[config.mk]
export PLATFORM = sky130hd
export DESIGN_NAME = load_align
export DESIGN_NICKNAME = d
export VERILOG_FILES = /design/src/verilog/lsu_pkg.sv /design/src/verilog/load_align.sv
export SDC_FILE = /design/constraint.sdc
export NUM_CORES = 1
export LEC_CHECK = 0
export BUFFER_PORTS_ARGS = -buffer_cell sky130_fd_sc_hd__buf_4
export CAP_MARGIN = 10
export CORE_ASPECT_RATIO = 1.2
export CORE_MARGIN = 5
export CORE_UTILIZATION = 44
export CTS_CLUSTER_DIAMETER = 30
export DETAILED_ROUTE_END_ITERATION = 8
export PLACE_DENSITY = 0.83
export SYNTH_ARGS = -nofsm -noshare
export SYNTH_HDL_FRONTEND = slang
export SYNTH_SLANG_ARGS = --single-unit
export TNS_END_PERCENT = 30
[constraint.sdc]
create_clock -name clk -period 0.8 [get_ports clk]
set_input_delay 0.04 -clock clk [delete_from_list [all_inputs] [get_ports clk]]
set_output_delay 0.04 -clock clk [all_outputs]
set_load 0.02 [all_outputs]
[src/verilog/lsu_pkg.sv]
package lsu_pkg;

    // widths
    localparam int XLEN  = 32;  // data and address width
    localparam int IMM_W = 12;  // I/S-type immediate width

    // funct3 access size
    // bit 2 set means zero extension on loads
    // 011, 110, 111 are illegal, loads treat them as word accesses
    typedef enum logic [2:0] {
        OP_B  = 3'b000,  // lb / sb
        OP_H  = 3'b001,  // lh / sh
        OP_W  = 3'b010,  // lw / sw
        OP_BU = 3'b100,  // lbu
        OP_HU = 3'b101   // lhu
    } mem_op_e;

    // request leaving address generation
    // addr is the full effective address, wrapping happens in the memory
    typedef struct packed {
        logic            valid;       // one cycle per request
        logic            we;          // store
        mem_op_e         op;          // access size and extension
        logic [XLEN-1:0] addr;        // base + sext(offset)
        logic [XLEN-1:0] wdata;       // store data, low lanes used for sb/sh
        logic            misaligned;  // access is dropped downstream
    } lsu_req_t;

    // response leaving the data memory
    // raw holds bytes addr..addr+3, byte at addr in bits 7:0
    typedef struct packed {
        logic            valid;
        logic            we;
        mem_op_e         op;
        logic            misaligned;
        logic [XLEN-1:0] raw;
    } lsu_rsp_t;

    // add x0, x0, x0
    // every memory word holds this after reset
    localparam logic [XLEN-1:0] NOP_WORD = 32'h0000_0033;

endpackage

[src/verilog/load_align.sv]
`timescale 1ns/1ns

module load_align (
    input  logic                     clk,
    input  logic                     rst,
    input  lsu_pkg::lsu_rsp_t        rsp_i,             // raw bytes from memory
    output logic                     rsp_valid_o,       // one pulse per request
    output logic [lsu_pkg::XLEN-1:0] rsp_data_o,        // load result, 0 for stores
    output logic                     rsp_misaligned_o
);
    import lsu_pkg::*;

    logic [XLEN-1:0] ext;     // extended load value
    logic [XLEN-1:0] data_d;

    // raw[7:0] is always the byte at addr
    always_comb begin
        case (rsp_i.op)
            OP_B:    ext = {{(XLEN-8){rsp_i.raw[7]}}, rsp_i.raw[7:0]};
            OP_BU:   ext = {{(XLEN-8){1'b0}}, rsp_i.raw[7:0]};
            OP_H:    ext = {{(XLEN-16){rsp_i.raw[15]}}, rsp_i.raw[15:0]};
            OP_HU:   ext = {{(XLEN-16){1'b0}}, rsp_i.raw[15:0]};
            default: ext = rsp_i.raw;  // lw, illegal codes
        endcase
    end

    // stores and misaligned accesses return zero
    assign data_d = (rsp_i.we || rsp_i.misaligned) ? '0 : ext;

    always_ff @(posedge clk or posedge rst) begin
        if (rst) begin
            rsp_valid_o      <= 1'b0;
            rsp_misaligned_o <= 1'b0;
        end else begin
            rsp_valid_o      <= rsp_i.valid;
            rsp_misaligned_o <= rsp_i.valid && rsp_i.misaligned;  // only with a response
        end
    end

    always_ff @(posedge clk) begin
        rsp_data_o <= data_d;
    end

    // a single byte never straddles a boundary
    a_byte_aligned: assert property (@(posedge clk) disable iff (rst)
        rsp_i.valid && rsp_i.misaligned |-> !(rsp_i.op inside {OP_B, OP_BU}))
        else $error("load_align: byte access arrived flagged misaligned");

endmodule

==> qor.yml, run 1 <==
critPathRequiredTime_ps: 760
dpl_worst_slack_ps: -325.5
fp.dieH_um: 66.31
cts_buffers: 5
rsz0062_at_grt: "true"
start_kind: "flip-flop"
min_path_cells: 3
grt_overflow: 0
drt-pass1-iter-count: 4
worstHoldEndpoint: "rsp_data_o[25]"
fillers: 86
hpwl_um: 2283
nNetsFinal: 258
maxCapViolations: 0
rows: 20
violations: "negative setup slack"
die_w_um: 56.92
setup_ws_ps: -90.23
crit_chain: "buf_6"
cp_num_buf_inv: 1
holdCritPathClass: "in -> reg"
postSynthCellCount: 108
worst-path-max-fanout: 1
slowest_stage: "dfrtp_1"
relSlewSlack: 0.7395
pwr-share-comb: 0.225
synthXorXnorAreaFrac: 0
coreArea_um2: 2527
power_mw: 3.602
clock_tree.buffer_depth: 2
yosys.cell_types.count: 17
fmax_mhz: 1123
synthSimpleGateAreaFrac: 0.1270
synth_mux_area_frac: 0.008611
vdd_drop_max_mv: 1.555
clkTransAtPathRegs_ps: 100
routabilityCongestion: 0.7851
antenna_found_initial: 0
synth_warnings: 0
p_per_area_nw_per_um2: 1531
cts_tree: "yes"
cts_sinks: 34
netlist_area_um2: 1162
finalHoldViolCount: 0
intPower_mw: 2.673
cp.arrival_ps: 850
post_drt_via_cell_ratio: 5.032
ys_seq_area_frac: 0.5942
synth_top_family_by_area: "compound AO/OA/AOI/OAI gates"
drt_iter0_markers: 43
fin_tns_setup_ps: -906.8
ys_seq_elements: 34
io_buffers: 73
grt_pass1_wl_um: 6927
p_leak_nw: 1.056
start_util: 0.4599
switching_power_mw: 0.9287
drc: 0
worst_pin_slew_ps: 389.3
grt.total_usage: 0.2486
setup_viol: 35
criticalPathCategory: "reg -> out"
area_delta_synth_final_pct: 102.4
endpoint_kind: "primary output"
drv_slew: 0
wire_per_inst_um: 17.54
grt_pass1_vias: 1349
crit_family: "flip-flops"
finalCritPeriodShare: 1.113
grt_max_degree: 25
seqPwrFrac: 0.504
hp-start: "rsp_i[34]"
synth.avg_cell_area_um2: 10.76
power_frac_clock: 0.271
routed_wl_um: 4421
via_count: 1268
diodes: 0
syn-num-nets: 148
htreeDepth: 2
synth_compound_area_frac: 0.2088
status: "finished, violations left"
final_antenna_net_count: 0
cts_root_buf: "clkbuf_4"
switching_share: 0.2578
crit_path_max_incr_delay_ps: 390
pin_count: 74
min_period_ps: 890.2
synth_fa_ha_area_frac: 0
die_area_um2: 3774
drive_gt1_frac: 0.6119
worst min-delay path: stages:
cell and delay, ps:
buf_4 150, nand2_1 60, o22ai_1 70
power groups by stage:
stage | sequential [mW] | combinational, mW | clock, mW
2_1_floorplan | 1.92 | 0.183 | 0
4_1_cts | 1.81 | 0.773 | 0.986
6_report | 1.82 | 0.810 | 0.975
3_3_place_gp | 1.82 | 0.578 | 0
5_1_grt | 1.82 | 0.857 | 1.08
3_5_place_dp | 1.83 | 0.592 | 0
area by class of cell:
cell class | instances | area [um^2] | area share
clock buffers | 7 | 55.05 | 0.02340
well taps | 33 | 41.29 | 0.01755
repair buffers | 114 | 1096 | 0.4660
clock inverters | 1 | 5.005 | 0.002128
multi-input cells | 62 | 420.4 | 0.1787
inverters | 1 | 3.754 | 0.001596
flip-flops and latches | 34 | 730.7 | 0.3106
sequential cells by signal (all words and copies together) (netlist names):
register and cells:
rsp_data_o 32, rsp_valid_o 1, rsp_misaligned_o 1
cell usage after synthesis:
cell / instances / share of area
or4_4: 1 / 0.0097
clkbuf_1: 5 / 0.016
or2_2: 1 / 0.0054
nor2_1: 1 / 0.0032
o22ai_1: 6 / 0.032
o22ai_2: 10 / 0.11
dfxtp_1: 32 / 0.55
inv_1: 1 / 0.0032
nand2_1: 16 / 0.052
or4b_1: 1 / 0.0086
buf_2: 3 / 0.013
a21oi_1: 8 / 0.034
mux2i_1: 1 / 0.0086
o21ai_0: 8 / 0.034
and2_1: 9 / 0.048
dfrtp_1: 2 / 0.043
buf_6: 3 / 0.029
cells by family (layout without fill, tap and decap cells):
kind of cell    Yosys count  after routing
mux                       1              1
compound gates           32             32
buf+inv                  12            123
flops                    34             34
simple gates             29             29
worst max path at each step:
stage / startpoint / end / slack [ps] / cells after the start
floorplan: rsp_i[36] / rsp_data_o[21] / -220 / 4
global placement: rsp_i[34] / rsp_data_o[10] / -290 / 3
detailed placement: rsp_i[34] / rsp_data_o[11] / -330 / 3
CTS: rsp_misaligned_o / rsp_misaligned_o / -90 / 1
global route: rsp_valid_o / rsp_valid_o / -130 / 1
finish: rsp_misaligned_o / rsp_misaligned_o / -90 / 1
placed cells by master (no fill, tap or decap), drive strengths merged:
cell and count:
mux2i 1, o21ai 8, clkbuf 7, nand2 16
dfxtp 32, or4b 1, dlygate4sd3 35, clkinv 1
dfrtp 2, buf 79, a21oi 8, or4 1
and2 9, or2 1, o22ai 16, inv 1
nor2 1
metal layers:
| layer | GRT usage | share of wire | vias to the layer above |
|---|---|---|---|
| li1 | - | - | 588 |
| met1 | 0.2422 | 0.36 | 602 |
| met2 | 0.4529 | 0.52 | 70 |
| met3 | 0.1191 | 0.10 | 8 |
| met4 | 0.08696 | 0.017 | 0 |
| met5 | 0 | 0 | - |
timing repair:
action	in CTS	in global routing
pin swaps	0	1
setup buffers	0	0
endpoints found under the setup margin	34	44
gates resized for setup	64	5
hold buffers	35	0
hold endpoints to repair	36	0
through the flow:
stage	cell area (um^2)	instances	util	hold slack, ps
floorplan	1174	108	-	-218.8
global placement	1758	209	0.6955	-101.4
detailed placement	1758	209	0.6955	-93.17
CTS	2331	252	0.9223	2.436
global route	2352	252	0.9307	32.76
finish	2352	252	0.9307	41.94
Note: power is estimated with default switching activity, not from simulation.
==> run 2, diff against run 1 <==
--- a/config.mk
+++ b/config.mk
@@ -12,7 +12,8 @@
 export CORE_UTILIZATION = 44
 export CTS_CLUSTER_DIAMETER = 30
 export DETAILED_ROUTE_END_ITERATION = 8
-export PLACE_DENSITY = 0.83
+export GPL_TIMING_DRIVEN = 0
+export PLACE_DENSITY_LB_ADDON = 0.15
 export SYNTH_ARGS = -nofsm -noshare
 export SYNTH_HDL_FRONTEND = slang
 export SYNTH_SLANG_ARGS = --single-unit
==> run 2 against run 1 <==
The flow still finishes with violations (negative setup slack). Maximum frequency is 2.1% lower. Critical path type unchanged. Via count is 5.5% higher. Worst setup slack worse by 19 ps. Highest routed layer unchanged.
==> qor.yml, run 2 (synthesis gave the netlist of run 1 again) <==
status: "finished, violations left"
violations: "negative setup slack"
drc: 0  # unchanged
layout_commonest_cell: "buf_4"
drt-pass1-iter-count: 4  # unchanged
p_per_area_nw_per_um2: 1537  # +0.40%
die_w_um: 56.92  # unchanged
routabilityCongestion: 0.7484  # -4.7%
holdCritPathClass: "in -> reg"
min_path_cells: 3  # unchanged
worst_pin_slew_ps: 492.3  # +103.0 ps
dpl_worst_slack_ps: -396.6  # -71.16 ps
cts_setup_buffers: 0  # unchanged
crit_family: "flip-flops"
worst-path-stages: 1  # unchanged
multi_input_area_um2: 431.7  # +2.7%
drt_iter0_markers: 50  # +16%
cts_tree: "yes"
grt_pass1_vias: 1432  # +6.2%
finalCritPeriodShare: 1.136  # +0.02331
p_leak_nw: 1.043  # -1.3%
fp.dieH_um: 66.31  # unchanged
grt.total_usage: 0.2563  # +0.007755
cp.arrival_ps: 870  # +20 ps
power_mw: 3.616  # +0.40%
final_antenna_net_count: 0  # unchanged
wire_per_inst_um: 20.40  # +16%
via_count: 1338  # +5.5%
setup_ws_ps: -108.9  # -18.65 ps
crit_chain: "buf_6"
grt_overflow: 0  # unchanged
cts_root_buf: "clkbuf_4"
placed_area_um2: 1748  # -0.57%
start_util: 0.4599  # unchanged
routed_wl_um: 5160  # +17%
fmax_mhz: 1100  # -2.1%
top_register: "rsp_data_o"
cp_num_buf_inv: 1  # unchanged
setup_viol: 45  # +29%
fillers: 89  # +3.5%
slowest_stage: "dfrtp_1"
io_buffers: 71  # -2.7%
pin_count: 74  # unchanged
coreArea_um2: 2527  # unchanged
clkTransAtPathRegs_ps: 100  # about the same
finalHoldViolCount: 0  # unchanged
min_period_ps: 908.9  # +18.65 ps
utilization: 0.9307  # unchanged
final-seq-area_um2: 730.7  # unchanged
diodes: 0  # unchanged
vdd_drop_max_mv: 1.211  # -22%
cts_sinks: 34  # unchanged
crit_path_max_incr_delay_ps: 400  # about the same
relSlewSlack: 0.6718  # -0.06771
endpoint_kind: "primary output"
grt_max_degree: 11  # -56%
antenna_found_initial: 0  # unchanged
fin_area_um2: 2352  # unchanged
rsz0062_at_grt: "true"
hpwl_um: 2297  # +0.61%
maxCapViolations: 0  # unchanged
grt_pass1_wl_um: 7169  # +3.5%
layout_common_cells: "40 x buf_4, 36 x buf_6, 35 x dlygate4sd3_1, 32 x dfxtp_2, 16 x nand2_1"
drv_slew: 0  # unchanged
worst-path-max-fanout: 1  # unchanged
die_area_um2: 3774  # unchanged
criticalPathCategory: "reg -> out"
htreeDepth: 2  # unchanged
fin_tns_setup_ps: -1184  # -277.3 ps
clock_tree.buffer_depth: 2  # unchanged
reg_top3: "rsp_data_o: 32 flops, rsp_misaligned_o: 1 flops, rsp_valid_o: 1 flops"
start_kind: "flip-flop"
post_drt_via_cell_ratio: 5.289  # +5.1%
drive_gt1_frac: 0.6091  # -0.002781
critPathRequiredTime_ps: 760  # about the same
rows: 20  # unchanged
area_delta_synth_final_pct: 102.4  # unchanged
largest_reg_flops: 32  # unchanged
cts_buffers: 5  # unchanged
nNetsFinal: 260  # +0.78%
-- run 2: final cells by class --
cell class | count | share of cell area
buffer | 10 | 0.03351
clock buffer | 7 | 0.02340
inverter | 1 | 0.001596
multi-input combinational | 62 | 0.1835
sequential | 34 | 0.3106
tap | 33 | 0.01755
timing repair buffer | 106 | 0.4298
-- run 2: stage by stage --
step	std cells	hold WS, ps
after floorplan	108	-218.8
after global placement	212	-103.2
after detailed placement	212	-98.71
after CTS	253	55.36
after global routing	253	73.10
final	253	80.03
-- run 2: final timing paths --
path / from / endpoint / slack, ps
min in group asynchronous: rst / rsp_valid_o / 120
hold / removal: rsp_i[35] / rsp_data_o[26] / 80
setup / recovery: rsp_valid_o / rsp_valid_o / -110
max in group asynchronous: rst / rsp_misaligned_o / 560
-- run 2: repair_timing --
item                                    in CTS  in global routing
cloned                                       0                  0
hold endpoints to repair                    36                  0
endpoints found under the setup margin      46                 54
hold buffers                                35                  0
resized for setup                           68                 14
pin swaps                                    0                  1
-- run 2: routing by layer --
| metal | wire (um) | track usage | vias up |
|---|---|---|---|
| li1 | - | - | 589 |
| met1 | 1745 | 0.2301 | 653 |
| met2 | 2823 | 0.4829 | 75 |
| met3 | 353 | 0.09375 | 21 |
| met4 | 238 | 0.1478 | 0 |
| met5 | 0 | 0 | - |
-- run 2: worst min-delay path: stages --
cell	delay [ps]
buf_4	90
or4_4	170
o22ai_1	80
-- run 2: power by group --
part	switching, mW	leakage (nW)	internal [mW]
registers	0.0386	0.300	1.78
logic	0.367	0.712	0.457
clock network	0.560	0.0314	0.415
==> run 3, diff against run 2 <==
--- a/config.mk
+++ b/config.mk
@@ -13,7 +13,7 @@
 export CTS_CLUSTER_DIAMETER = 30
 export DETAILED_ROUTE_END_ITERATION = 8
 export GPL_TIMING_DRIVEN = 0
-export PLACE_DENSITY_LB_ADDON = 0.15
+export PLACE_DENSITY = 0.94
 export SYNTH_ARGS = -nofsm -noshare
 export SYNTH_HDL_FRONTEND = slang
 export SYNTH_SLANG_ARGS = --single-unit
==> run 3 against run 2 <==
The run now fails in global routing. Area after synthesis stayed put. Synthesized cell count stayed put.
==> qor.yml, run 3 <==
synth-edff-count: 0  # unchanged
die_w_um: 56.92  # unchanged
placedCellCount: 212  # unchanged
placed_area_um2: 1748  # unchanged
netlist_area_um2: 1162  # unchanged
synth.avg_cell_area_um2: 10.76  # unchanged
rows: 20  # unchanged
io_buffers: 71  # unchanged
yosys.cell_types.count: 17  # unchanged
failing_step: "global routing"
cts_sinks: 34  # unchanged
start_util: 0.4599  # unchanged
synth_warnings: 0  # unchanged
postSynthCellCount: 108  # unchanged
yosysTopAreaCell: "dfxtp_1"
syn-num-nets: 148  # unchanged
fp.dieH_um: 66.31  # unchanged
synth_common_cells: "32 x dfxtp_1, 16 x nand2_1, 10 x o22ai_2"
antenna_found_initial: 0
grt_max_degree: 12
stop_error: "[ERROR DPL-0033] detailed placement checks failed during check placement."
ys_seq_elements: 34  # unchanged
ys_seq_area_frac: 0.5942  # unchanged
yosysMostFrequentCell: "dfxtp_1"
ys.flop_type: "dfxtp_1"
yosysTopAreaCellShare: 0.5511  # unchanged
yosys-top-cells-area: "dfxtp_1 55%, o22ai_2 11%, nand2_1 5.2%"
async_flop_share: 0.05882  # unchanged
dpl_worst_slack_ps: -409.5  # -12.82 ps
cts_root_buf: "clkbuf_4"
cts_buffers: 5  # unchanged
htreeDepth: 2  # unchanged
hpwl_um: 2430  # +5.8%
status: "did not finish"
worstEndpointGrtRepair: "rsp_valid_o"
clock_tree.buffer_depth: 2  # unchanged
worst_path_end_type: "top-level output"
pin_count: 74  # unchanged
routabilityCongestion: 0.7421  # -0.84%
## run 3: timing repair
action	4_1_cts
setup buffers	2
resized for setup	67
pin swaps	1
endpoints found under the setup margin	45
hold endpoints to repair	36
hold buffers	35
## run 3: cell families after synthesis
group	after synthesis	share of synthesized area
flip-flops	34	0.5942
AND/OR/NAND/NOR	29	0.1270
buffers and inverters	12	0.06135
multiplexers	1	0.008612
AO/OA/AOI/OAI	32	0.2088
## run 3: metrics by stage
step           hold WS (ps)    util
2_1_floorplan        -218.8       -
3_3_place_gp         -100.6  0.6916
3_5_place_dp         -90.65  0.6916
4_1_cts               47.23  0.9322
==> run 4, diff against run 3 <==
--- a/config.mk
+++ b/config.mk
@@ -7,13 +7,11 @@
 export LEC_CHECK = 0
 export BUFFER_PORTS_ARGS = -buffer_cell sky130_fd_sc_hd__buf_4
 export CAP_MARGIN = 10
-export CORE_ASPECT_RATIO = 1.2
-export CORE_MARGIN = 5
-export CORE_UTILIZATION = 44
-export CTS_CLUSTER_DIAMETER = 30
+export CORE_AREA = 5 5 66 68
 export DETAILED_ROUTE_END_ITERATION = 8
+export DIE_AREA = 0 0 71 73
 export GPL_TIMING_DRIVEN = 0
-export PLACE_DENSITY = 0.94
+export PLACE_DENSITY_LB_ADDON = 0.15
 export SYNTH_ARGS = -nofsm -noshare
 export SYNTH_HDL_FRONTEND = slang
 export SYNTH_SLANG_ARGS = --single-unit
==> run 4 against run 3 <==
The flow now finishes, with violations (negative setup slack).
==> qor.yml, run 4 (synthesis gave the netlist of run 1 again) <==
worst_pin_slew_ps: 450.6
largest_reg_flops: 32
crit_chain: "buf_8 -> or4_4 -> clkbuf_16 -> o22ai_2"
pin_count: 74  # unchanged
grt_overflow: 0
layout_common_cells: "56 x buf_4, 21 x dfxtp_1, 20 x buf_6, 16 x nand2_1"
cp.arrival_ps: 1060
drt_iter0_markers: 19
rows: 23  # +15%
fmax_mhz: 1162
routed_wl_um: 3499
nNetsFinal: 238
io_buffers: 71  # unchanged
criticalPathCategory: "in -> reg"
grt.total_usage: 0.1390
drt-pass1-iter-count: 4
area_delta_synth_final_pct: 83.96
final_antenna_net_count: 0
post_drt_via_cell_ratio: 4.456
critPathRequiredTime_ps: 1000
startpoint: "rsp_i[32]"
clkTransAtPathRegs_ps: 60
setup_viol: 14
wire_per_inst_um: 14.11
relSlewSlack: 0.6996
drive_gt1_frac: 0.5859
vdd_drop_max_mv: 0.7260
grt_pass1_vias: 1191
min_path_cells: 3
finalCritPeriodShare: 1.076
slowest_stage: "or4_4"
whs_ps: 24.99
die_area_um2: 5183
maxCapViolations: 0
drv_slew: 0
hp-start: "rsp_i[18]"
hpwl_um: 2489  # +2.4%
holdCritPathClass: "in -> reg"
cts_tree: "yes"
grt_max_degree: 11
diodes: 0
endpoint_kind: "flip-flop"
p_per_area_nw_per_um2: 1692
clock_tree.buffer_depth: 2  # unchanged
rsz0062_at_grt: "true"
cts_buffers: 5  # unchanged
cts_root_buf: "clkbuf_8"
crit_path_max_incr_delay_ps: 600
top_register: "rsp_data_o"
worst-path-max-fanout: 7
antenna_found_initial: 0
drc: 0
die_w_um: 71  # +25%
worstHoldEndpoint: "rsp_data_o[18]"
layout_commonest_cell: "buf_4"
fp.dieH_um: 73  # +10%
via_count: 1105
finalHoldViolCount: 0
start_kind: "input pin"
p_leak_nw: 0.9548
setup_ws_ps: -60.69
routabilityCongestion: 0.7024  # -5.3%
status: "finished, violations left"
cts_sinks: 34  # unchanged
coreArea_um2: 3799
htreeDepth: 2  # unchanged
violations: "negative setup slack"
utilization: 0.5629
reg_top3: "rsp_data_o: 32 flops, rsp_misaligned_o: 1 flops, rsp_valid_o: 1 flops"
grt_pass1_wl_um: 5444
start_util: 0.3060  # -0.1539
min_period_ps: 860.7
run 4: what timing repair did:
action,4_1_cts,5_1_grt
pin swaps,1,4
cloned,0,1
gates resized for setup,10,41
setup endpoints to repair,20,40
hold buffers,9,2
buffers inserted,1,0
endpoints found under the hold margin,11,2
run 4: cell type report:
type | count | area, um^2
Buffer | 10 | 87.58
Clock buffer | 7 | 76.32
Fill cell | 357 | 1660
Inverter | 1 | 3.754
Multi-Input combinational cell | 62 | 449.2
Sequential cell | 34 | 704.4
Tap cell | 50 | 62.56
Timing Repair Buffer | 84 | 754.5
run 4: worst max-delay path by stage:
stage                     slack (ps)  cells past startpoint             end
after CTS                        -40                      4  rsp_data_o[19]
after global routing             -60                      4  rsp_data_o[22]
after floorplan                 -220                      4  rsp_data_o[21]
after global placement          -380                      5  rsp_data_o[21]
after detailed placement        -390                      5  rsp_data_o[21]
final                            -60                      4  rsp_data_o[16]
run 4: worst max-delay path: cells and delay by family:
kind / cells / cell delay, ps
AOI/OAI and AO/OA: 1 / 120
and+or+nand+nor: 1 / 600
buffers and inverters: 2 / 300
run 4: stage by stage:
stage	worst slack (ps)	instances	setup TNS [ps]	total power [mW]	area (um^2)
after global routing	-60.28	248	-680.5	3.791	2138
after CTS	-37.18	245	-333.7	3.598	1971
after detailed placement	-389.9	229	-8245	2.400	1769
after floorplan	-219.3	108	-4343	2.100	1174
final	-60.69	248	-571.1	3.617	2138
after global placement	-380.7	229	-7780	2.383	1769
run 4: where the power goes:
group | switching (mW) | total (mW) | internal [mW]
logic | 0.309 | 0.686 | 0.377
registers | 0.0265 | 1.80 | 1.77
clock network | 0.534 | 1.13 | 0.598
total | 0.870 | 3.62 | 2.75
run 4: metal layers:
| metal | wire (um) | vias to the layer above | GRT usage |
|---|---|---|---|
| met3 | 340 | 4 | 0.07025 |
| met1 | 1261 | 507 | 0.1402 |
| li1 | - | 545 | - |
| met4 | 32 | 0 | 0.05637 |
| met2 | 1865 | 49 | 0.2441 |
| met5 | 0 | - | 0 |
